===== src/logic/mips_pkg.sv =====
package mips_pkg;

  // Primary opcodes, instr[31:26]
  localparam logic [5:0] OP_RTYPE  = 6'h00;
  localparam logic [5:0] OP_REGIMM = 6'h01; // BLTZ, BGEZ and link forms
  localparam logic [5:0] OP_BEQ    = 6'h04;
  localparam logic [5:0] OP_BNE    = 6'h05;
  localparam logic [5:0] OP_BLEZ   = 6'h06;
  localparam logic [5:0] OP_BGTZ   = 6'h07;
  localparam logic [5:0] OP_ADDIU  = 6'h09;
  localparam logic [5:0] OP_SLTI   = 6'h0a;
  localparam logic [5:0] OP_SLTIU  = 6'h0b;
  localparam logic [5:0] OP_ANDI   = 6'h0c;
  localparam logic [5:0] OP_ORI    = 6'h0d;
  localparam logic [5:0] OP_XORI   = 6'h0e;
  localparam logic [5:0] OP_LUI    = 6'h0f;
  localparam logic [5:0] OP_LB     = 6'h20;
  localparam logic [5:0] OP_LH     = 6'h21;
  localparam logic [5:0] OP_LWL    = 6'h22;
  localparam logic [5:0] OP_LW     = 6'h23;
  localparam logic [5:0] OP_LBU    = 6'h24;
  localparam logic [5:0] OP_LHU    = 6'h25;
  localparam logic [5:0] OP_LWR    = 6'h26;
  localparam logic [5:0] OP_SB     = 6'h28;
  localparam logic [5:0] OP_SH     = 6'h29;
  localparam logic [5:0] OP_SW     = 6'h2b;

  // R-type function codes, instr[5:0]
  localparam logic [5:0] FN_SLL   = 6'h00;
  localparam logic [5:0] FN_SRL   = 6'h02;
  localparam logic [5:0] FN_SRA   = 6'h03;
  localparam logic [5:0] FN_SLLV  = 6'h04;
  localparam logic [5:0] FN_SRLV  = 6'h06;
  localparam logic [5:0] FN_SRAV  = 6'h07;
  localparam logic [5:0] FN_MFHI  = 6'h10;
  localparam logic [5:0] FN_MTHI  = 6'h11;
  localparam logic [5:0] FN_MFLO  = 6'h12;
  localparam logic [5:0] FN_MTLO  = 6'h13;
  localparam logic [5:0] FN_MULT  = 6'h18;
  localparam logic [5:0] FN_MULTU = 6'h19;
  localparam logic [5:0] FN_DIV   = 6'h1a;
  localparam logic [5:0] FN_DIVU  = 6'h1b;
  localparam logic [5:0] FN_ADDU  = 6'h21;
  localparam logic [5:0] FN_SUBU  = 6'h23;
  localparam logic [5:0] FN_AND   = 6'h24;
  localparam logic [5:0] FN_OR    = 6'h25;
  localparam logic [5:0] FN_XOR   = 6'h26;
  localparam logic [5:0] FN_SLTU  = 6'h2b;
  localparam logic [5:0] FN_SLT   = 6'h2a;

  typedef struct packed {
    logic [5:0] opcode;
    logic [4:0] rs;
    logic [4:0] rt;
    logic [4:0] rd;
    logic [4:0] shamt;
    logic [5:0] funct;
  } r_fields_t;

  typedef struct packed {
    logic [5:0]  opcode;
    logic [4:0]  rs;
    logic [4:0]  rt;
    logic [15:0] imm;
  } i_fields_t;

  // Same word seen as R-type or I-type
  typedef union packed {
    r_fields_t r;
    i_fields_t i;
  } instr_word_u;

  typedef enum logic [3:0] {
    ALU_ADD, ALU_SUB, ALU_AND, ALU_OR, ALU_XOR, ALU_SLL,
    ALU_SRL, ALU_SRA, ALU_SLT, ALU_SLTU, ALU_LUI
  } alu_op_e;

  typedef enum logic [2:0] {
    MD_MULT, MD_MULTU, MD_DIV, MD_DIVU, MD_MTHI, MD_MTLO
  } md_op_e;

  typedef enum logic [2:0] {
    BR_NONE, BR_EQ, BR_NE, BR_LEZ, BR_GTZ, BR_LTZ, BR_GEZ
  } br_cond_e;

endpackage


===== src/logic/exec_if.sv =====
interface exec_if;

  mips_pkg::alu_op_e  alu_op;
  logic [31:0]        opnd_a;    // Always rs
  logic [31:0]        opnd_b;    // rt or extended immediate
  logic [4:0]         shamt;
  logic               shamt_sel; // High selects rs[4:0]
  logic [31:0]        alu_out;

  mips_pkg::br_cond_e br_cond;
  logic               taken;

  mips_pkg::md_op_e   md_op;
  logic               md_start;  // One cycle per accepted HI/LO op
  logic [31:0]        md_a;
  logic [31:0]        md_b;
  logic [31:0]        hi;
  logic [31:0]        lo;
  logic               md_busy;

  modport ctrl (
    output alu_op, opnd_a, opnd_b, shamt, shamt_sel, br_cond, md_op, md_start, md_a, md_b,
    input  alu_out, taken, hi, lo, md_busy
  );
  modport alu (input alu_op, opnd_a, opnd_b, shamt, shamt_sel, output alu_out);
  modport branch (input br_cond, opnd_a, opnd_b, output taken);
  modport muldiv (input md_op, md_start, md_a, md_b, output hi, lo, md_busy);

endinterface


===== src/logic/branch_unit.sv =====
module branch_unit (
  exec_if.branch bus
);

  logic rs_neg;
  logic rs_zero;

  assign rs_neg  = bus.opnd_a[31];
  assign rs_zero = (bus.opnd_a == '0);

  // Link forms arrive here as their plain condition
  always_comb
  begin
    case (bus.br_cond)
      mips_pkg::BR_EQ:  bus.taken = (bus.opnd_a == bus.opnd_b);
      mips_pkg::BR_NE:  bus.taken = (bus.opnd_a != bus.opnd_b);
      mips_pkg::BR_LEZ: bus.taken = rs_neg || rs_zero;
      mips_pkg::BR_GTZ: bus.taken = !rs_neg && !rs_zero;
      mips_pkg::BR_LTZ: bus.taken = rs_neg;
      mips_pkg::BR_GEZ: bus.taken = !rs_neg;
      default:          bus.taken = 1'b0;
    endcase
  end

endmodule


===== src/flat_wrapper.sv =====
// flat-port wrapper written by rule: the top's interface ports become plain ports
module branch_unit_flat 
  (bus_br_cond, bus_opnd_a, bus_opnd_b, bus_taken);
  exec_if bus_i ();
  input wire logic [$bits(bus_i.br_cond)-1:0] bus_br_cond;
  input wire logic [$bits(bus_i.opnd_a)-1:0] bus_opnd_a;
  input wire logic [$bits(bus_i.opnd_b)-1:0] bus_opnd_b;
  output wire logic [$bits(bus_i.taken)-1:0] bus_taken;
  assign bus_i.br_cond = bus_br_cond;
  assign bus_i.opnd_a = bus_opnd_a;
  assign bus_i.opnd_b = bus_opnd_b;
  assign bus_taken = bus_i.taken;
  branch_unit u_core (.bus(bus_i));
endmodule

===== config.mk =====
export PLATFORM = sky130hd
export DESIGN_NAME = branch_unit_flat
export DESIGN_NICKNAME = d
export VERILOG_FILES = /design/src/logic/mips_pkg.sv /design/src/logic/exec_if.sv /design/src/logic/branch_unit.sv /design/src/flat_wrapper.sv
export SDC_FILE = /design/constraint.sdc
export NUM_CORES = 1
export LEC_CHECK = 0
export BUFFER_PORTS_ARGS = -buffer_cell sky130_fd_sc_hd__buf_2
export CORE_UTILIZATION = 34
export DETAILED_ROUTE_END_ITERATION = 7
export GPL_TIMING_DRIVEN = 0
export PLACE_DENSITY_LB_ADDON = 0.15
export SYNTH_ARGS = -nofsm -noshare
export SYNTH_HDL_FRONTEND = slang
export SYNTH_SLANG_ARGS = --single-unit

===== constraint.sdc =====
create_clock -name vclk -period 4.4
set_input_delay 0.88 -clock vclk [all_inputs]
set_output_delay 0.88 -clock vclk [all_outputs]
set_load 0.02 [all_outputs]

==> flow_summary.yaml <==
run_status:
  status: "finished with violations"
  violations: "DRC"
clock_tree:
  cts_resized: 0
  post_cts_buffers: 0
  hold_buffers: 0
global_route:
  grt_overflow: 0
  grt_pass1_wl_um: 2350
  antenna_found_initial: 0
  grt_pass1_vias: 632
  grt_max_degree: 6
  grt_usage_pct: 21.0
logic_synthesis:
  ys_top_cells_by_area: "xnor2_1 (59%), nand4_1 (13%), nor4_1 (13%)"
  seq_area_frac_synth_pct: 0
  yosys.area.top_type_share_pct: 59.1
  synth_top_family_by_area: "XOR/XNOR gates"
  synth-compound-area-share_pct: 6.86
  synthSimpleGateAreaFrac_pct: 34.0
  syn_inst: 63
  synth_top_cell_by_area: "xnor2_1"
  yosysWarnings: 0
  avgSynthCellArea_um2: 7.53
  synth_xor_area_share_pct: 59.1
  syn_nets: 130
  synth_mux_area_share_pct: 0
  synth.distinct_cells: 14
  synthAdderAreaFrac_pct: 0
  syn_area_um2: 474
finish:
  mostFrequentLayoutCells: "buf_2 (68), xnor2_1 (32), nor4_1 (10), nand4_1 (10)"
  final.clkbuf_count: 0
  final_nets: 200
  seqCellArea_um2: 0
  fin_util_pct: 64.0
  final_common_cell: "buf_2"
  final_cell_area_um2: 833
  drive_gt1_share_pct: 51.9
  areaGrowthSynthToFinish_pct: 75.7
  n_antenna_cell: 0
  seq_cells: 0
placement:
  place_congestion: 0.754
  post_dp_cell_area_um2: 833
  dpl.hpwl_um: 1510
  numPortBuffers: 68
power:
  power.static_leakage_nw: 0.361
  pwr-share-clk_pct: 0
  power.internal_w: 0.0000450
  switching_share_pct: 41.2
  comb_power_share_pct: 100.0
  p_seq_share_pct: 0
  ir_drop_mv: 0.0482
  p_sw_w: 0.0000316
  powerDensity_mw_per_mm2: 92.0
floorplan:
  initial_core_util_pct: 36.4
  dieHeight_um: 39.3
  dieArea_mm2: 0.00155
  num_io_pins: 68
  die_w_um: 39.3
  fp.coreArea_mm2: 0.00130
  rows: 13
min_path:
  hp-start: "bus_br_cond[0]"
  min_path_cells: 5
  hold_path.class: "input pin to primary output"
route:
  first_iter_violations: 9
  drt-vias-per-instance: 5.06
  detail_route.wl_per_cell_um: 10.8
  vias: 739
  postRouteAntennaNets: 0
  drcViolationCount: 2
  routed_wl_um: 1580
  dr.pass1.iters: 6
setup_path:
  required_ps: 3520
  critPathLaunch: "bus_opnd_a[16]"
  crit_path_max_fanout: 2
  cp.arrival_ps: 2250
  end_kind: "primary output"
  cp-start-kind: "input pin"
  critical_path_class: "input pin to primary output"
timing:
  grt_setup_unrepaired: "no"
  worst_pin_slew_ps: 412
  max_freq_mhz: 319
  setup_viol: 0
  tns_ps: 0
  fin_crit_sh_pct: 71.1
  slew_viol_final: 0
  period_needed_ps: 3130
  finalHoldViolCount: 0
  max-slew-margin-rel_pct: 72.2
job:
  drv_cap: 0
## worst max-delay path, stage by stage
cell,delay (ps)
buf_2,110
nor4_1,340
nand4_1,160
or3_1,360
a22oi_1,170
nor3b_1,80
buf_2,160
## metal layers
layer | GRT usage (%) | routed length, um
met5 | 0 | 0
met4 | 1.72 | 0
met3 | 0.568 | 95
met2 | 42.1 | 846
met1 | 25.0 | 637
## kinds of logic after synthesis
| logic type | count (synthesis) |
|---|---|
| compound gates | 5 |
| xor+xnor | 32 |
| simple gates | 26 |
## power by group through the flow
stage	combinational [W]	sequential (W)	clock (W)
CTS	0.0000770	0	0
global placement	0.0000754	0	0
floorplan	0.0000333	0	0
detailed placement	0.0000768	0	0
global route	0.0000846	0	0
finish	0.0000766	0	0
## synth_stat cells
library cell,number
a22oi_1,1
a21boi_0,1
nor4_1,10
or2b_1,1
a21oi_1,1
a211oi_1,1
nand3_1,1
nand4_1,10
o21ai_0,1
or3_1,1
nor2_1,1
nor2b_1,1
nor3b_1,1
xnor2_1,32
## metrics by stage
| stage | instances | hold slack, ps | power [W] | setup WS [ps] |
|---|---|---|---|---|
| 6_report | 146 | 2260 | 0.0000766 | 1270 |
| 5_1_grt | 146 | 2290 | 0.0000846 | 1110 |
| 4_1_cts | 146 | 2260 | 0.0000770 | 1280 |
| 3_5_place_dp | 146 | 2250 | 0.0000768 | 1280 |
| 3_3_place_gp | 146 | 2250 | 0.0000754 | 1290 |
| 2_1_floorplan | 63 | 2030 | 0.0000333 | 1430 |
## worst paths after layout
kind	end	slack, ps
worst max-delay path	bus_taken	1270
worst min-delay path	bus_taken	2260
## final cells by class
type / count / area, um2
multi-input combinational: 63 / 474
tap: 15 / 18.8
timing repair buffer: 68 / 340
fill: 129 / 468
(Power assumes the default switching activity.)
