**config.mk**
```make
export PLATFORM = sky130hd
export DESIGN_NAME = exec_control_flat
export DESIGN_NICKNAME = d
export VERILOG_FILES = /design/src/logic/mips_pkg.sv /design/src/logic/exec_if.sv /design/src/logic/exec_control.sv /design/src/flat_wrapper.sv
export SDC_FILE = /design/constraint.sdc
export NUM_CORES = 1
export LEC_CHECK = 0
export ABC_CLOCK_PERIOD_IN_PS = 3800
export CELL_PAD_IN_SITES_DETAIL_PLACEMENT = 2
export CELL_PAD_IN_SITES_GLOBAL_PLACEMENT = 2
export CORE_AREA = 3 3 147 149
export DETAILED_ROUTE_END_ITERATION = 16
export DIE_AREA = 0 0 150 152
export DONT_BUFFER_PORTS = 1
export PLACE_DENSITY_LB_ADDON = 0.25
export SKIP_LAST_GASP = 1
export SLEW_MARGIN = 5
export SYNTH_ARGS = -nofsm -noshare
export SYNTH_HDL_FRONTEND = slang
export SYNTH_SLANG_ARGS = --single-unit
export TNS_END_PERCENT = 20
```
**constraint.sdc**
```tcl
create_clock -name clk -period 3.8 [get_ports clk]
set_input_delay 0.19 -clock clk [delete_from_list [all_inputs] [get_ports clk]]
set_output_delay 0.19 -clock clk [all_outputs]
set_load 0.1 [all_outputs]
```
**src/logic/mips_pkg.sv**
```systemverilog
package mips_pkg;

  // Primary opcodes, instr[31:26]
  localparam logic [5:0] OP_RTYPE  = 6'h00;
  localparam logic [5:0] OP_REGIMM = 6'h01; // BLTZ, BGEZ and link forms
  localparam logic [5:0] OP_BEQ    = 6'h04;
  localparam logic [5:0] OP_BNE    = 6'h05;
  localparam logic [5:0] OP_BLEZ   = 6'h06;
  localparam logic [5:0] OP_BGTZ   = 6'h07;
  localparam logic [5:0] OP_ADDIU  = 6'h09;
  localparam logic [5:0] OP_SLTI   = 6'h0a;
  localparam logic [5:0] OP_SLTIU  = 6'h0b;
  localparam logic [5:0] OP_ANDI   = 6'h0c;
  localparam logic [5:0] OP_ORI    = 6'h0d;
  localparam logic [5:0] OP_XORI   = 6'h0e;
  localparam logic [5:0] OP_LUI    = 6'h0f;
  localparam logic [5:0] OP_LB     = 6'h20;
  localparam logic [5:0] OP_LH     = 6'h21;
  localparam logic [5:0] OP_LWL    = 6'h22;
  localparam logic [5:0] OP_LW     = 6'h23;
  localparam logic [5:0] OP_LBU    = 6'h24;
  localparam logic [5:0] OP_LHU    = 6'h25;
  localparam logic [5:0] OP_LWR    = 6'h26;
  localparam logic [5:0] OP_SB     = 6'h28;
  localparam logic [5:0] OP_SH     = 6'h29;
  localparam logic [5:0] OP_SW     = 6'h2b;

  // R-type function codes, instr[5:0]
  localparam logic [5:0] FN_SLL   = 6'h00;
  localparam logic [5:0] FN_SRL   = 6'h02;
  localparam logic [5:0] FN_SRA   = 6'h03;
  localparam logic [5:0] FN_SLLV  = 6'h04;
  localparam logic [5:0] FN_SRLV  = 6'h06;
  localparam logic [5:0] FN_SRAV  = 6'h07;
  localparam logic [5:0] FN_MFHI  = 6'h10;
  localparam logic [5:0] FN_MTHI  = 6'h11;
  localparam logic [5:0] FN_MFLO  = 6'h12;
  localparam logic [5:0] FN_MTLO  = 6'h13;
  localparam logic [5:0] FN_MULT  = 6'h18;
  localparam logic [5:0] FN_MULTU = 6'h19;
  localparam logic [5:0] FN_DIV   = 6'h1a;
  localparam logic [5:0] FN_DIVU  = 6'h1b;
  localparam logic [5:0] FN_ADDU  = 6'h21;
  localparam logic [5:0] FN_SUBU  = 6'h23;
  localparam logic [5:0] FN_AND   = 6'h24;
  localparam logic [5:0] FN_OR    = 6'h25;
  localparam logic [5:0] FN_XOR   = 6'h26;
  localparam logic [5:0] FN_SLTU  = 6'h2b;
  localparam logic [5:0] FN_SLT   = 6'h2a;

  typedef struct packed {
    logic [5:0] opcode;
    logic [4:0] rs;
    logic [4:0] rt;
    logic [4:0] rd;
    logic [4:0] shamt;
    logic [5:0] funct;
  } r_fields_t;

  typedef struct packed {
    logic [5:0]  opcode;
    logic [4:0]  rs;
    logic [4:0]  rt;
    logic [15:0] imm;
  } i_fields_t;

  // Same word seen as R-type or I-type
  typedef union packed {
    r_fields_t r;
    i_fields_t i;
  } instr_word_u;

  typedef enum logic [3:0] {
    ALU_ADD, ALU_SUB, ALU_AND, ALU_OR, ALU_XOR, ALU_SLL,
    ALU_SRL, ALU_SRA, ALU_SLT, ALU_SLTU, ALU_LUI
  } alu_op_e;

  typedef enum logic [2:0] {
    MD_MULT, MD_MULTU, MD_DIV, MD_DIVU, MD_MTHI, MD_MTLO
  } md_op_e;

  typedef enum logic [2:0] {
    BR_NONE, BR_EQ, BR_NE, BR_LEZ, BR_GTZ, BR_LTZ, BR_GEZ
  } br_cond_e;

endpackage

```
**src/logic/exec_if.sv**
```systemverilog
interface exec_if;

  mips_pkg::alu_op_e  alu_op;
  logic [31:0]        opnd_a;    // Always rs
  logic [31:0]        opnd_b;    // rt or extended immediate
  logic [4:0]         shamt;
  logic               shamt_sel; // High selects rs[4:0]
  logic [31:0]        alu_out;

  mips_pkg::br_cond_e br_cond;
  logic               taken;

  mips_pkg::md_op_e   md_op;
  logic               md_start;  // One cycle per accepted HI/LO op
  logic [31:0]        md_a;
  logic [31:0]        md_b;
  logic [31:0]        hi;
  logic [31:0]        lo;
  logic               md_busy;

  modport ctrl (
    output alu_op, opnd_a, opnd_b, shamt, shamt_sel, br_cond, md_op, md_start, md_a, md_b,
    input  alu_out, taken, hi, lo, md_busy
  );
  modport alu (input alu_op, opnd_a, opnd_b, shamt, shamt_sel, output alu_out);
  modport branch (input br_cond, opnd_a, opnd_b, output taken);
  modport muldiv (input md_op, md_start, md_a, md_b, output hi, lo, md_busy);

endinterface

```
**src/logic/exec_control.sv**
```systemverilog
module exec_control (
  input  logic                  clk,
  input  logic                  rst,
  input  logic                  issue,
  input  mips_pkg::instr_word_u instr,
  input  logic [31:0]           rs_val,
  input  logic [31:0]           rt_val,
  output logic                  ready,
  output logic [31:0]           result,
  output logic                  result_valid,
  output logic                  branch_taken,
  output logic                  illegal,
  exec_if.ctrl                  bus
);

  logic        accept;
  logic [31:0] imm_sext;
  logic [31:0] imm_zext;
  logic [31:0] res_d;
  logic        rd_hi;
  logic        rd_lo;
  logic        md_dec;  // Goes to the HI/LO unit, no result
  logic        bad;

  assign ready        = !bus.md_busy; // Blocked only by a running divide
  assign accept       = issue && ready;
  assign imm_sext     = {{16{instr.i.imm[15]}}, instr.i.imm};
  assign imm_zext     = {16'h0000, instr.i.imm};
  assign bus.opnd_a   = rs_val;
  assign bus.shamt    = instr.r.shamt;
  assign bus.md_a     = rs_val;
  assign bus.md_b     = rt_val;
  assign bus.md_start = accept && md_dec;

  always_comb
  begin
    bus.alu_op    = mips_pkg::ALU_ADD;
    bus.opnd_b    = rt_val;
    bus.shamt_sel = 1'b0;
    bus.br_cond   = mips_pkg::BR_NONE;
    bus.md_op     = mips_pkg::MD_MULT;
    rd_hi         = 1'b0;
    rd_lo         = 1'b0;
    md_dec        = 1'b0;
    bad           = 1'b0;
    case (instr.r.opcode)
      mips_pkg::OP_RTYPE:
        case (instr.r.funct)
          mips_pkg::FN_ADDU: bus.alu_op = mips_pkg::ALU_ADD;
          mips_pkg::FN_SUBU: bus.alu_op = mips_pkg::ALU_SUB;
          mips_pkg::FN_AND:  bus.alu_op = mips_pkg::ALU_AND;
          mips_pkg::FN_OR:   bus.alu_op = mips_pkg::ALU_OR;
          mips_pkg::FN_XOR:  bus.alu_op = mips_pkg::ALU_XOR;
          mips_pkg::FN_SLT:  bus.alu_op = mips_pkg::ALU_SLT;
          mips_pkg::FN_SLTU: bus.alu_op = mips_pkg::ALU_SLTU;
          mips_pkg::FN_SLL:  bus.alu_op = mips_pkg::ALU_SLL;
          mips_pkg::FN_SRL:  bus.alu_op = mips_pkg::ALU_SRL;
          mips_pkg::FN_SRA:  bus.alu_op = mips_pkg::ALU_SRA;
          mips_pkg::FN_SLLV, mips_pkg::FN_SRLV, mips_pkg::FN_SRAV:
          begin
            bus.shamt_sel = 1'b1; // Amount from rs
            if (instr.r.funct == mips_pkg::FN_SLLV)
              bus.alu_op = mips_pkg::ALU_SLL;
            else if (instr.r.funct == mips_pkg::FN_SRLV)
              bus.alu_op = mips_pkg::ALU_SRL;
            else
              bus.alu_op = mips_pkg::ALU_SRA;
          end
          mips_pkg::FN_MFHI: rd_hi = 1'b1;
          mips_pkg::FN_MFLO: rd_lo = 1'b1;
          mips_pkg::FN_MULT, mips_pkg::FN_MULTU, mips_pkg::FN_DIV, mips_pkg::FN_DIVU,
          mips_pkg::FN_MTHI, mips_pkg::FN_MTLO:
          begin
            md_dec = 1'b1;
            case (instr.r.funct)
              mips_pkg::FN_MULTU: bus.md_op = mips_pkg::MD_MULTU;
              mips_pkg::FN_DIV:   bus.md_op = mips_pkg::MD_DIV;
              mips_pkg::FN_DIVU:  bus.md_op = mips_pkg::MD_DIVU;
              mips_pkg::FN_MTHI:  bus.md_op = mips_pkg::MD_MTHI;
              mips_pkg::FN_MTLO:  bus.md_op = mips_pkg::MD_MTLO;
              default:            bus.md_op = mips_pkg::MD_MULT;
            endcase
          end
          default: bad = 1'b1;
        endcase
      // rt of 0, 1, 16 and 17 only; bit 0 picks GEZ
      mips_pkg::OP_REGIMM:
        if (instr.i.rt[3:1] == 3'b000)
          bus.br_cond = instr.i.rt[0] ? mips_pkg::BR_GEZ : mips_pkg::BR_LTZ;
        else
          bad = 1'b1;
      mips_pkg::OP_BEQ:  bus.br_cond = mips_pkg::BR_EQ;
      mips_pkg::OP_BNE:  bus.br_cond = mips_pkg::BR_NE;
      mips_pkg::OP_BLEZ: bus.br_cond = mips_pkg::BR_LEZ;
      mips_pkg::OP_BGTZ: bus.br_cond = mips_pkg::BR_GTZ;
      mips_pkg::OP_SLTI:
      begin
        bus.alu_op = mips_pkg::ALU_SLT;
        bus.opnd_b = imm_sext;
      end
      mips_pkg::OP_SLTIU:
      begin
        bus.alu_op = mips_pkg::ALU_SLTU;
        bus.opnd_b = imm_sext; // Sign extended, then compared unsigned
      end
      mips_pkg::OP_ANDI:
      begin
        bus.alu_op = mips_pkg::ALU_AND;
        bus.opnd_b = imm_zext;
      end
      mips_pkg::OP_ORI:
      begin
        bus.alu_op = mips_pkg::ALU_OR;
        bus.opnd_b = imm_zext;
      end
      mips_pkg::OP_XORI:
      begin
        bus.alu_op = mips_pkg::ALU_XOR;
        bus.opnd_b = imm_zext;
      end
      mips_pkg::OP_LUI:
      begin
        bus.alu_op = mips_pkg::ALU_LUI;
        bus.opnd_b = imm_zext;
      end
      // ADDIU and every load or store address
      mips_pkg::OP_ADDIU, mips_pkg::OP_LB, mips_pkg::OP_LH, mips_pkg::OP_LWL,
      mips_pkg::OP_LW, mips_pkg::OP_LBU, mips_pkg::OP_LHU, mips_pkg::OP_LWR,
      mips_pkg::OP_SB, mips_pkg::OP_SH, mips_pkg::OP_SW:
        bus.opnd_b = imm_sext;
      default: bad = 1'b1;
    endcase
  end

  always_comb
  begin
    if (rd_hi)
      res_d = bus.hi;
    else if (rd_lo)
      res_d = bus.lo;
    else if (bad || bus.br_cond != mips_pkg::BR_NONE)
      res_d = '0; // Branches and illegal words report zero
    else
      res_d = bus.alu_out;
  end

  always_ff @(posedge clk)
  begin
    if (rst)
    begin
      result_valid <= 1'b0;
      branch_taken <= 1'b0;
      illegal      <= 1'b0;
    end
    else
    begin
      result_valid <= accept && !md_dec;
      branch_taken <= accept && bus.taken;
      illegal      <= accept && bad;
    end
  end

  always_ff @(posedge clk)
  begin
    if (accept && !md_dec)
      result <= res_d;
  end

endmodule

```
**src/flat_wrapper.sv**
```systemverilog
// flat-port wrapper written by rule: the top's interface ports become plain ports
module exec_control_flat 
  (clk, rst, issue, instr, rs_val, rt_val, ready, result, result_valid, branch_taken, illegal, bus_alu_op, bus_opnd_a, bus_opnd_b, bus_shamt, bus_shamt_sel, bus_br_cond, bus_md_op, bus_md_start, bus_md_a, bus_md_b, bus_alu_out, bus_taken, bus_hi, bus_lo, bus_md_busy);
  exec_if bus_i ();
  input  logic clk;
  input  logic rst;
  input  logic issue;
  input  mips_pkg::instr_word_u instr;
  input  logic [31:0] rs_val;
  input  logic [31:0] rt_val;
  output logic ready;
  output logic [31:0] result;
  output logic result_valid;
  output logic branch_taken;
  output logic illegal;
  output wire logic [$bits(bus_i.alu_op)-1:0] bus_alu_op;
  output wire logic [$bits(bus_i.opnd_a)-1:0] bus_opnd_a;
  output wire logic [$bits(bus_i.opnd_b)-1:0] bus_opnd_b;
  output wire logic [$bits(bus_i.shamt)-1:0] bus_shamt;
  output wire logic [$bits(bus_i.shamt_sel)-1:0] bus_shamt_sel;
  output wire logic [$bits(bus_i.br_cond)-1:0] bus_br_cond;
  output wire logic [$bits(bus_i.md_op)-1:0] bus_md_op;
  output wire logic [$bits(bus_i.md_start)-1:0] bus_md_start;
  output wire logic [$bits(bus_i.md_a)-1:0] bus_md_a;
  output wire logic [$bits(bus_i.md_b)-1:0] bus_md_b;
  input wire logic [$bits(bus_i.alu_out)-1:0] bus_alu_out;
  input wire logic [$bits(bus_i.taken)-1:0] bus_taken;
  input wire logic [$bits(bus_i.hi)-1:0] bus_hi;
  input wire logic [$bits(bus_i.lo)-1:0] bus_lo;
  input wire logic [$bits(bus_i.md_busy)-1:0] bus_md_busy;
  assign bus_alu_op = bus_i.alu_op;
  assign bus_opnd_a = bus_i.opnd_a;
  assign bus_opnd_b = bus_i.opnd_b;
  assign bus_shamt = bus_i.shamt;
  assign bus_shamt_sel = bus_i.shamt_sel;
  assign bus_br_cond = bus_i.br_cond;
  assign bus_md_op = bus_i.md_op;
  assign bus_md_start = bus_i.md_start;
  assign bus_md_a = bus_i.md_a;
  assign bus_md_b = bus_i.md_b;
  assign bus_i.alu_out = bus_alu_out;
  assign bus_i.taken = bus_taken;
  assign bus_i.hi = bus_hi;
  assign bus_i.lo = bus_lo;
  assign bus_i.md_busy = bus_md_busy;
  exec_control u_core (.clk(clk), .rst(rst), .issue(issue), .instr(instr), .rs_val(rs_val), .rt_val(rt_val), .ready(ready), .result(result), .result_valid(result_valid), .branch_taken(branch_taken), .illegal(illegal), .bus(bus_i));
endmodule
```
==> results.rst, run 1 <==
.. list-table::
   :header-rows: 1

   * - Metric
     - Value
   * - Leading cell type by number of instances after synthesis
     - buf_4
   * - Normalized max-slew margin
     - 0.184
   * - Crit path kind
     - input port to register
   * - Sequential-to-total area share from yosys stat
     - 0.296
   * - Cell Pwr Density
     - 439 nW/um^2
   * - Pre-CTS setup slack
     - 1000 ps
   * - Final hold violation count
     - 0
   * - Width of the die
     - 150 um
   * - Proportion of synthesized flip-flops having asynchronous set or reset
     - 0
   * - I/O pin total
     - 378
   * - Post-synthesis to final-layout area growth
     - -0.254%
   * - Per-cell routed wire length
     - 26.3 um
   * - Port Buffer Count
     - 0
   * - TritonCTS clock tree
     - built
   * - Required time of the worst setup path
     - 3770 ps
   * - Lkg Pwr
     - 1.07 nW
   * - Number of instances in the placed design
     - 559
   * - Number of levels in the clock H-tree
     - 2
   * - Element type at the critical path end
     - register
   * - Max Fclk
     - 0.403 GHz
   * - Number of clock sinks seen by CTS
     - 35
   * - Number of DRC violations after detailed routing
     - 0
   * - Number of rows created at floorplan
     - 52
   * - Final instance count without filler cells
     - 567
   * - Largest net degree at the start of global routing
     - 65
   * - Post-route cell area
     - 3440 sq um
   * - Global placer's final weighted congestion
     - 0.736
   * - Total Neg Setup Slack
     - 0 ps
   * - Worst Hold Margin
     - 77.3 ps
   * - Launch point of the worst hold path
     - bus_taken
   * - CTS max path bufs
     - 2
   * - Hold crit path type
     - input port to register
   * - Primary FF master, synth
     - edfxtp_1
   * - Period utilization
     - 0.653
   * - Total wire length after detailed routing
     - 14,900 um
   * - Core Area
     - 20,300 sq um
   * - Post-synth EDFFs
     - 32
   * - Post-layout min period
     - 2480 ps
   * - Synth cell count leaders
     - 101 x buf_4, 68 x o22ai_1, 35 x o31ai_1
   * - Transition time at the pin with the least slew margin
     - 1220 ps
   * - Yosys warnings
     - 0
   * - Pre-antenna DRT Iters
     - 4
   * - Placed instance area
     - 3290 sq um
   * - Run status
     - complete, no violations
   * - Launching element of the worst setup path
     - instr[28]
   * - Diodes inserted
     - 0
   * - Synth Net Count
     - 588
   * - Share of layout cells above drive strength 1
     - 0.249
   * - Max-cap viol count
     - 0
   * - Full die area
     - 22,800 sq um
   * - Largest cells by area after synthesis
     - edfxtp_1 28%, buf_4 22%, o22ai_1 12%, o31ai_1 7.6%, mux2_2 5.2%
   * - Global route overflow
     - 0
   * - Mean instance size in the synthesized netlist
     - 8.82 sq um
   * - Number of pins with negative max-slew slack in the final report
     - 0
   * - Clk pin slew, worst setup/hold paths
     - 50 ps
   * - Total routing usage reported by global routing
     - 0.119
   * - Kind of start point of the critical path
     - input port
   * - Layout Nets
     - 494
   * - Global-route wire length before repair
     - 21,000 um
   * - Total CTS buffers
     - 5
   * - Vias per std cell
     - 4.94
   * - Crit path max fanout
     - 32
   * - Iteration-0 DRC count of the detailed router
     - 95
   * - Unrepaired setup endpoints after global routing
     - false
   * - Number of antenna violations at the first check in global routing
     - 1
   * - Setup violation total in the final timing report
     - 0
   * - Count of distinct cell types in the synthesized netlist
     - 43
   * - Cell taking the most area after synthesis
     - edfxtp_1
   * - Number of cells on the worst hold path
     - 1
   * - Initial Util
     - 0.170
   * - Post-synthesis cell area
     - 3450 sq um
   * - Synth Register Bits
     - 35
   * - Total via count after detailed routing
     - 2,801
   * - Share of Yosys cell area claimed by the top area cell type
     - 0.279
   * - Antenna Nets Post-Route
     - 0
   * - Critical path arrival
     - 2450 ps
   * - Worst voltage drop across the vdd grid
     - 120 uV
   * - Number of global-route vias before repair
     - 3,046
   * - HPWL reported at the end of detailed placement
     - 12,000 um
   * - Hold EP
     - u_core.branch_taken
   * - Min setup slack post-route
     - 1320 ps
   * - Cell count after synthesis
     - 391
   * - Y dimension of the die
     - 152 um
   * - Root buf cell
     - clkbuf_16
## state kept, by name, summed over array words and instances, names as in the netlist
register	flops
u_core.branch_taken	1
u_core.result	32
u_core.result_valid	1
u_core.illegal	1
## area by class of cell
cell class | instances | area (sq um)
clock buffers | 5 | 125
clock inverters | 2 | 8.76
fillers | 2351 | 16900
inverters | 5 | 18.8
multi-input cells | 217 | 1600
flip-flops and latches | 35 | 1020
well taps | 270 | 338
repair buffers | 33 | 328
## logic make-up after synthesis
kind of cell,Yosys count,synth area share
buffers and inverters,139,0.269
XOR/XNOR,2,0.00508
flip-flops,35,0.296
AND/OR/NAND/NOR,52,0.0795
multiplexers,18,0.0581
AO/OA/AOI/OAI,145,0.292
## what timing repair did
action,in CTS,in global routing
buffers inserted,0,0
hold buffers,1,0
gates resized for setup,0,0
hold endpoints to repair,3,0
## layer usage
layer	share of wire	vias up	global-route usage
met4	0.0086	0	0.0200
met2	0.53	255	0.230
met5	0	-	0
met1	0.34	1338	0.118
li1	-	1197	-
met3	0.12	11	0.0521
## through the flow
stage | power, mW | utilization
2_1_floorplan | 1.57 | -
3_3_place_gp | 1.13 | 0.162
3_5_place_dp | 1.14 | 0.162
4_1_cts | 1.54 | 0.169
5_1_grt | 1.56 | 0.169
6_report | 1.51 | 0.169
## power breakdown
group / switching (mW) / total (mW) / internal [mW]
Combinational: 0.373 / 0.477 / 0.105
Sequential: 0.193 / 0.646 / 0.453
Clock: 0.151 / 0.386 / 0.236
## critical path, cell delays in order
cell	delay, ps
or3_4	390
or3_1	350
a2111o_1	420
o2111ai_4	820
o22ai_1	260
## layout by cell type (no fill, tap or decap), types with 2 or more instances in the layout
cell type and instances:
o22ai_1 66, o31ai_1 34, edfxtp_1 32, buf_4 28, a21o_1 17, mux2_2 16
nand3_1 9, nand2_1 9, nor2_1 8, clkbuf_16 6, inv_1 5, nor3_1 4
nand2b_1 4, o21ai_2 3, o21ai_0 3, a21oi_1 3, dfxtp_1 3, buf_16 3
o22ai_2 2, mux2i_1 2, or3_1 2, nor3b_2 2, nor3b_1 2
## worst max-delay path by stage
stage	to	slack [ps]
finish	u_core.result[31]	1320
global route	u_core.result[31]	1180
CTS	u_core.result[24]	1300
detailed placement	u_core.result[26]	1000
global placement	u_core.result[7]	1020
floorplan	bus_alu_op[0]	-70
(Power assumes the default switching activity.)
==> inputs of run 2 (changes only) <==
--- a/config.mk
+++ b/config.mk
@@ -5,12 +5,12 @@
 export SDC_FILE = /design/constraint.sdc
 export NUM_CORES = 1
 export LEC_CHECK = 0
-export ABC_CLOCK_PERIOD_IN_PS = 3800
+export ABC_CLOCK_PERIOD_IN_PS = 2000
 export CELL_PAD_IN_SITES_DETAIL_PLACEMENT = 2
 export CELL_PAD_IN_SITES_GLOBAL_PLACEMENT = 2
-export CORE_AREA = 3 3 147 149
+export CORE_AREA = 3 3 145 147
 export DETAILED_ROUTE_END_ITERATION = 16
-export DIE_AREA = 0 0 150 152
+export DIE_AREA = 0 0 148 150
 export DONT_BUFFER_PORTS = 1
 export PLACE_DENSITY_LB_ADDON = 0.25
 export SKIP_LAST_GASP = 1
==> constraint.sdc (replaced) <==
create_clock -name clk -period 2 [get_ports clk]
set_input_delay 0.1 -clock clk [delete_from_list [all_inputs] [get_ports clk]]
set_output_delay 0.1 -clock clk [all_outputs]
set_load 0.1 [all_outputs]
==> run 2 against run 1 <==
Compared with the run above:
- the run now ends with negative setup slack left
- sequential power rose by 35%
- setup slack got worse by 1300 ps
- via count rose by 9.5%
- first-iteration DRC count fell by 28%
- final area rose by 31%
- die area fell by 2.6%
- clock power rose by 86%
- flip-flop and latch count did not move
- non-clock buffer count rose by 67
- power rose by 110%
- sequential share of layout area fell by 7.0 points
- critical path depth rose by 2
==> results.rst, run 2 (synthesized netlist as in run 1, its figures left out) <==
.. list-table::
   :header-rows: 1

   * - Metric
     - Value
   * - Run status
     - finished, violations left
   * - Failing checks
     - negative setup slack
   * - Lkg Pwr
     - 1.58 nW (+47%)
   * - Clock power share
     - 0.224 (-0.032)
   * - HPWL reported at the end of detailed placement
     - 13,500 um (+13%)
   * - Total buffers and inverters traversed by the critical path
     - 3 (+3)
   * - Number of rows created at floorplan
     - 52 (unchanged)
   * - Proportion of power drawn by combinational gates
     - 0.505 (+0.189)
   * - Antenna Nets Post-Route
     - 0 (unchanged)
   * - Min setup slack post-route
     - -3.17 ps (-1320 ps)
   * - Number of antenna violations at the first check in global routing
     - 2 (+1)
   * - Total CTS buffers
     - 5 (unchanged)
   * - Number of cells on the worst hold path
     - 2 (+1)
   * - Period utilization
     - 1.00
   * - Total routing usage reported by global routing
     - 0.134 (+0.0149)
   * - CTS max path bufs
     - 2 (unchanged)
   * - Most common cell after layout, fill and taps aside
     - o22ai_1
   * - Core Area
     - 20,000 sq um (-1.3%)
   * - Normalized max-slew margin
     - 0.386 (+0.203)
   * - Met2 track demand over resource in global routing
     - 0.270 (+0.0397)
   * - Total wire length after detailed routing
     - 16,000 um (+7.1%)
   * - Clk pin slew, worst setup/hold paths
     - 50 ps (about the same)
   * - Iteration-0 DRC count of the detailed router
     - 68 (-28%)
   * - Global-route wire length before repair
     - 22,600 um (+7.4%)
   * - Switching power as a share of total power
     - 0.443 (-0.0320)
   * - P_int
     - 1.79 mW (+130%)
   * - Final instance count without filler cells
     - 634 (+12%)
   * - Setup violation total in the final timing report
     - 1 (+1)
   * - Vias per std cell
     - 4.84 (-2.0%)
   * - Most repeated library cell on the critical path
     - or3_4
   * - I/O pin total
     - 378 (unchanged)
   * - Cell breakdown of the critical path
     - or3_4, or3_4, or3_4, buf_4, a2111oi_4, buf_4, buf_16
   * - Met3 routing resource usage after global routing
     - 0.0569 (+0.00481)
   * - Element type at the critical path end
     - primary output
   * - Number of pins with negative max-slew slack in the final report
     - 0 (unchanged)
   * - Number of buffers inserted by post-CTS setup repair
     - 0 (unchanged)
   * - Crit path kind
     - input port to primary output
   * - Met1 global-route usage
     - 0.127 (+0.00874)
   * - Y dimension of the die
     - 150 um (-1.3%)
   * - Number of instances in the placed design
     - 625 (+12%)
   * - Worst voltage drop across the vdd grid
     - 222 uV (+86%)
   * - Width of the die
     - 148 um (-1.3%)
   * - Per-cell routed wire length
     - 25.2 um (-4.3%)
   * - Critical path arrival
     - 1900 ps (-550 ps)
   * - Number of levels in the clock H-tree
     - 2 (unchanged)
   * - Required time of the worst setup path
     - 1900 ps (-1870 ps)
   * - Flip-flop count of the largest register, all copies and words added
     - 32 (unchanged)
   * - Sequential share of power
     - 0.272 (-0.156)
   * - Cell Pwr Density
     - 715 nW/um^2 (+63%)
   * - Tot Pwr
     - 3.22 mW (+110%)
   * - Layout Nets
     - 561 (+14%)
   * - TritonCTS clock tree
     - built
   * - Hold crit path type
     - input port to register
   * - Total via count after detailed routing
     - 3,068 (+9.5%)
   * - Unrepaired setup endpoints after global routing
     - true
   * - Total Neg Setup Slack
     - -3.17 ps (-3.17 ps)
   * - Number of DRC violations after detailed routing
     - 0 (unchanged)
   * - Launch point of the worst hold path
     - bus_alu_out[27]
   * - Max-cap viol count
     - 0 (unchanged)
   * - Kind of start point of the critical path
     - input port
   * - Layer carrying the most global-route usage
     - met2
   * - Full die area
     - 22,200 sq um (-2.6%)
   * - Largest net degree at the start of global routing
     - 65 (unchanged)
   * - Global route overflow
     - 0 (unchanged)
   * - Post-layout min period
     - 2000 ps
   * - Number of global-route vias before repair
     - 3,386 (+11%)
   * - Pre-antenna DRT Iters
     - 7 (+3)
   * - Global placer's final weighted congestion
     - 0.754 (+2.3%)
   * - Slowest stage cell, crit path
     - or3_4
   * - Max Fclk
     - 0.499 GHz
   * - Root buf cell
     - clkbuf_16
   * - NetSw
     - 1.42 mW (+99%)
   * - Cell family with the largest share of critical-path delay
     - simple AND/OR/NAND/NOR gates
   * - Transition time at the pin with the least slew margin
     - 918 ps (-306 ps)
   * - Final hold violation count
     - 0 (unchanged)
   * - Initial Util
     - 0.172 (+0.00221)
   * - Share of layout cells above drive strength 1
     - 0.398 (+0.149)
   * - Crit path max fanout
     - 11 (-66%)
   * - Post-synthesis to final-layout area growth
     - 30.4%
   * - Maximum cell stage delay along the critical path
     - 370 ps (-450 ps)
   * - Hold EP
     - u_core.result[27]
   * - Diodes inserted
     - 0 (unchanged)
   * - Number of clock sinks seen by CTS
     - 35 (unchanged)
   * - Port Buffer Count
     - 0 (unchanged)
   * - Most frequent cells in the layout
     - 66 x o22ai_1, 53 x buf_4, 44 x buf_12, 34 x o31ai_1, 32 x edfxtp_1
   * - Largest register by flop count
     - u_core.result
[run 2: changes by cell type in the layout (fill, tap and decap cells not counted), moves of 2 or more]
| cell | before | now |
|---|---|---|
| nor3_4 | 0 | 2 |
| or3_1 | 2 | 0 |
| buf_4 | 28 | 53 |
| buf_16 | 3 | 1 |
| or3_4 | 1 | 3 |
| nor3b_2 | 2 | 0 |
| buf_12 | 0 | 44 |
| o21ai_2 | 3 | 1 |
| o21ai_4 | 0 | 2 |
| nor3b_4 | 0 | 2 |
[run 2: how the worst max path moves through the flow]
stage                          from                 to  cells past startpoint
after floorplan            instr[1]      bus_alu_op[2]                      6
final                     instr[28]      bus_shamt_sel                      7
after global placement    instr[28]  u_core.result[24]                      6
after global routing      instr[28]      bus_shamt_sel                      7
after detailed placement  instr[28]  u_core.result[21]                      6
after CTS                 instr[28]      bus_shamt_sel                      7
[run 2: layout make-up]
cell class | count | area, sq um
repair buffers | 100 | 1330
flip-flops and latches | 35 | 1020
fillers | 2304 | 15500
clock inverters | 2 | 8.76
clock buffers | 5 | 125
well taps | 270 | 338
inverters | 5 | 22.5
multi-input cells | 217 | 1650
[run 2: power by group through the flow]
stage | registers, mW | logic, mW | clock network (mW)
2_1_floorplan | 1.23 | 1.77 | 0
5_1_grt | 0.878 | 1.68 | 0.785
4_1_cts | 0.875 | 1.64 | 0.750
3_3_place_gp | 0.888 | 1.62 | 0
3_5_place_dp | 0.890 | 1.63 | 0
6_report | 0.874 | 1.62 | 0.719
[run 2: stage by stage]
step | setup slack (ps) | hold slack (ps) | util | area [sq um]
after floorplan | -491 | 176 | - | 3590
after CTS | -18.8 | 101 | 0.224 | 4490
after global routing | -43.5 | 109 | 0.224 | 4490
final | -3.17 | 110 | 0.224 | 4490
after global placement | -78.4 | 180 | 0.216 | 4340
after detailed placement | -133 | 184 | 0.216 | 4340
[run 2: layer usage]
metal	routed length (um)	part of all wire
met3	1900	0.12
met1	5120	0.32
met4	204	0.013
met2	8770	0.55
met5	0	0
[run 2: repair_timing]
action / in CTS / in global routing
gates resized for setup: 0 / 1
hold endpoints to repair: 3 / 0
hold buffers: 2 / 0
setup endpoints to repair: 2 / 3
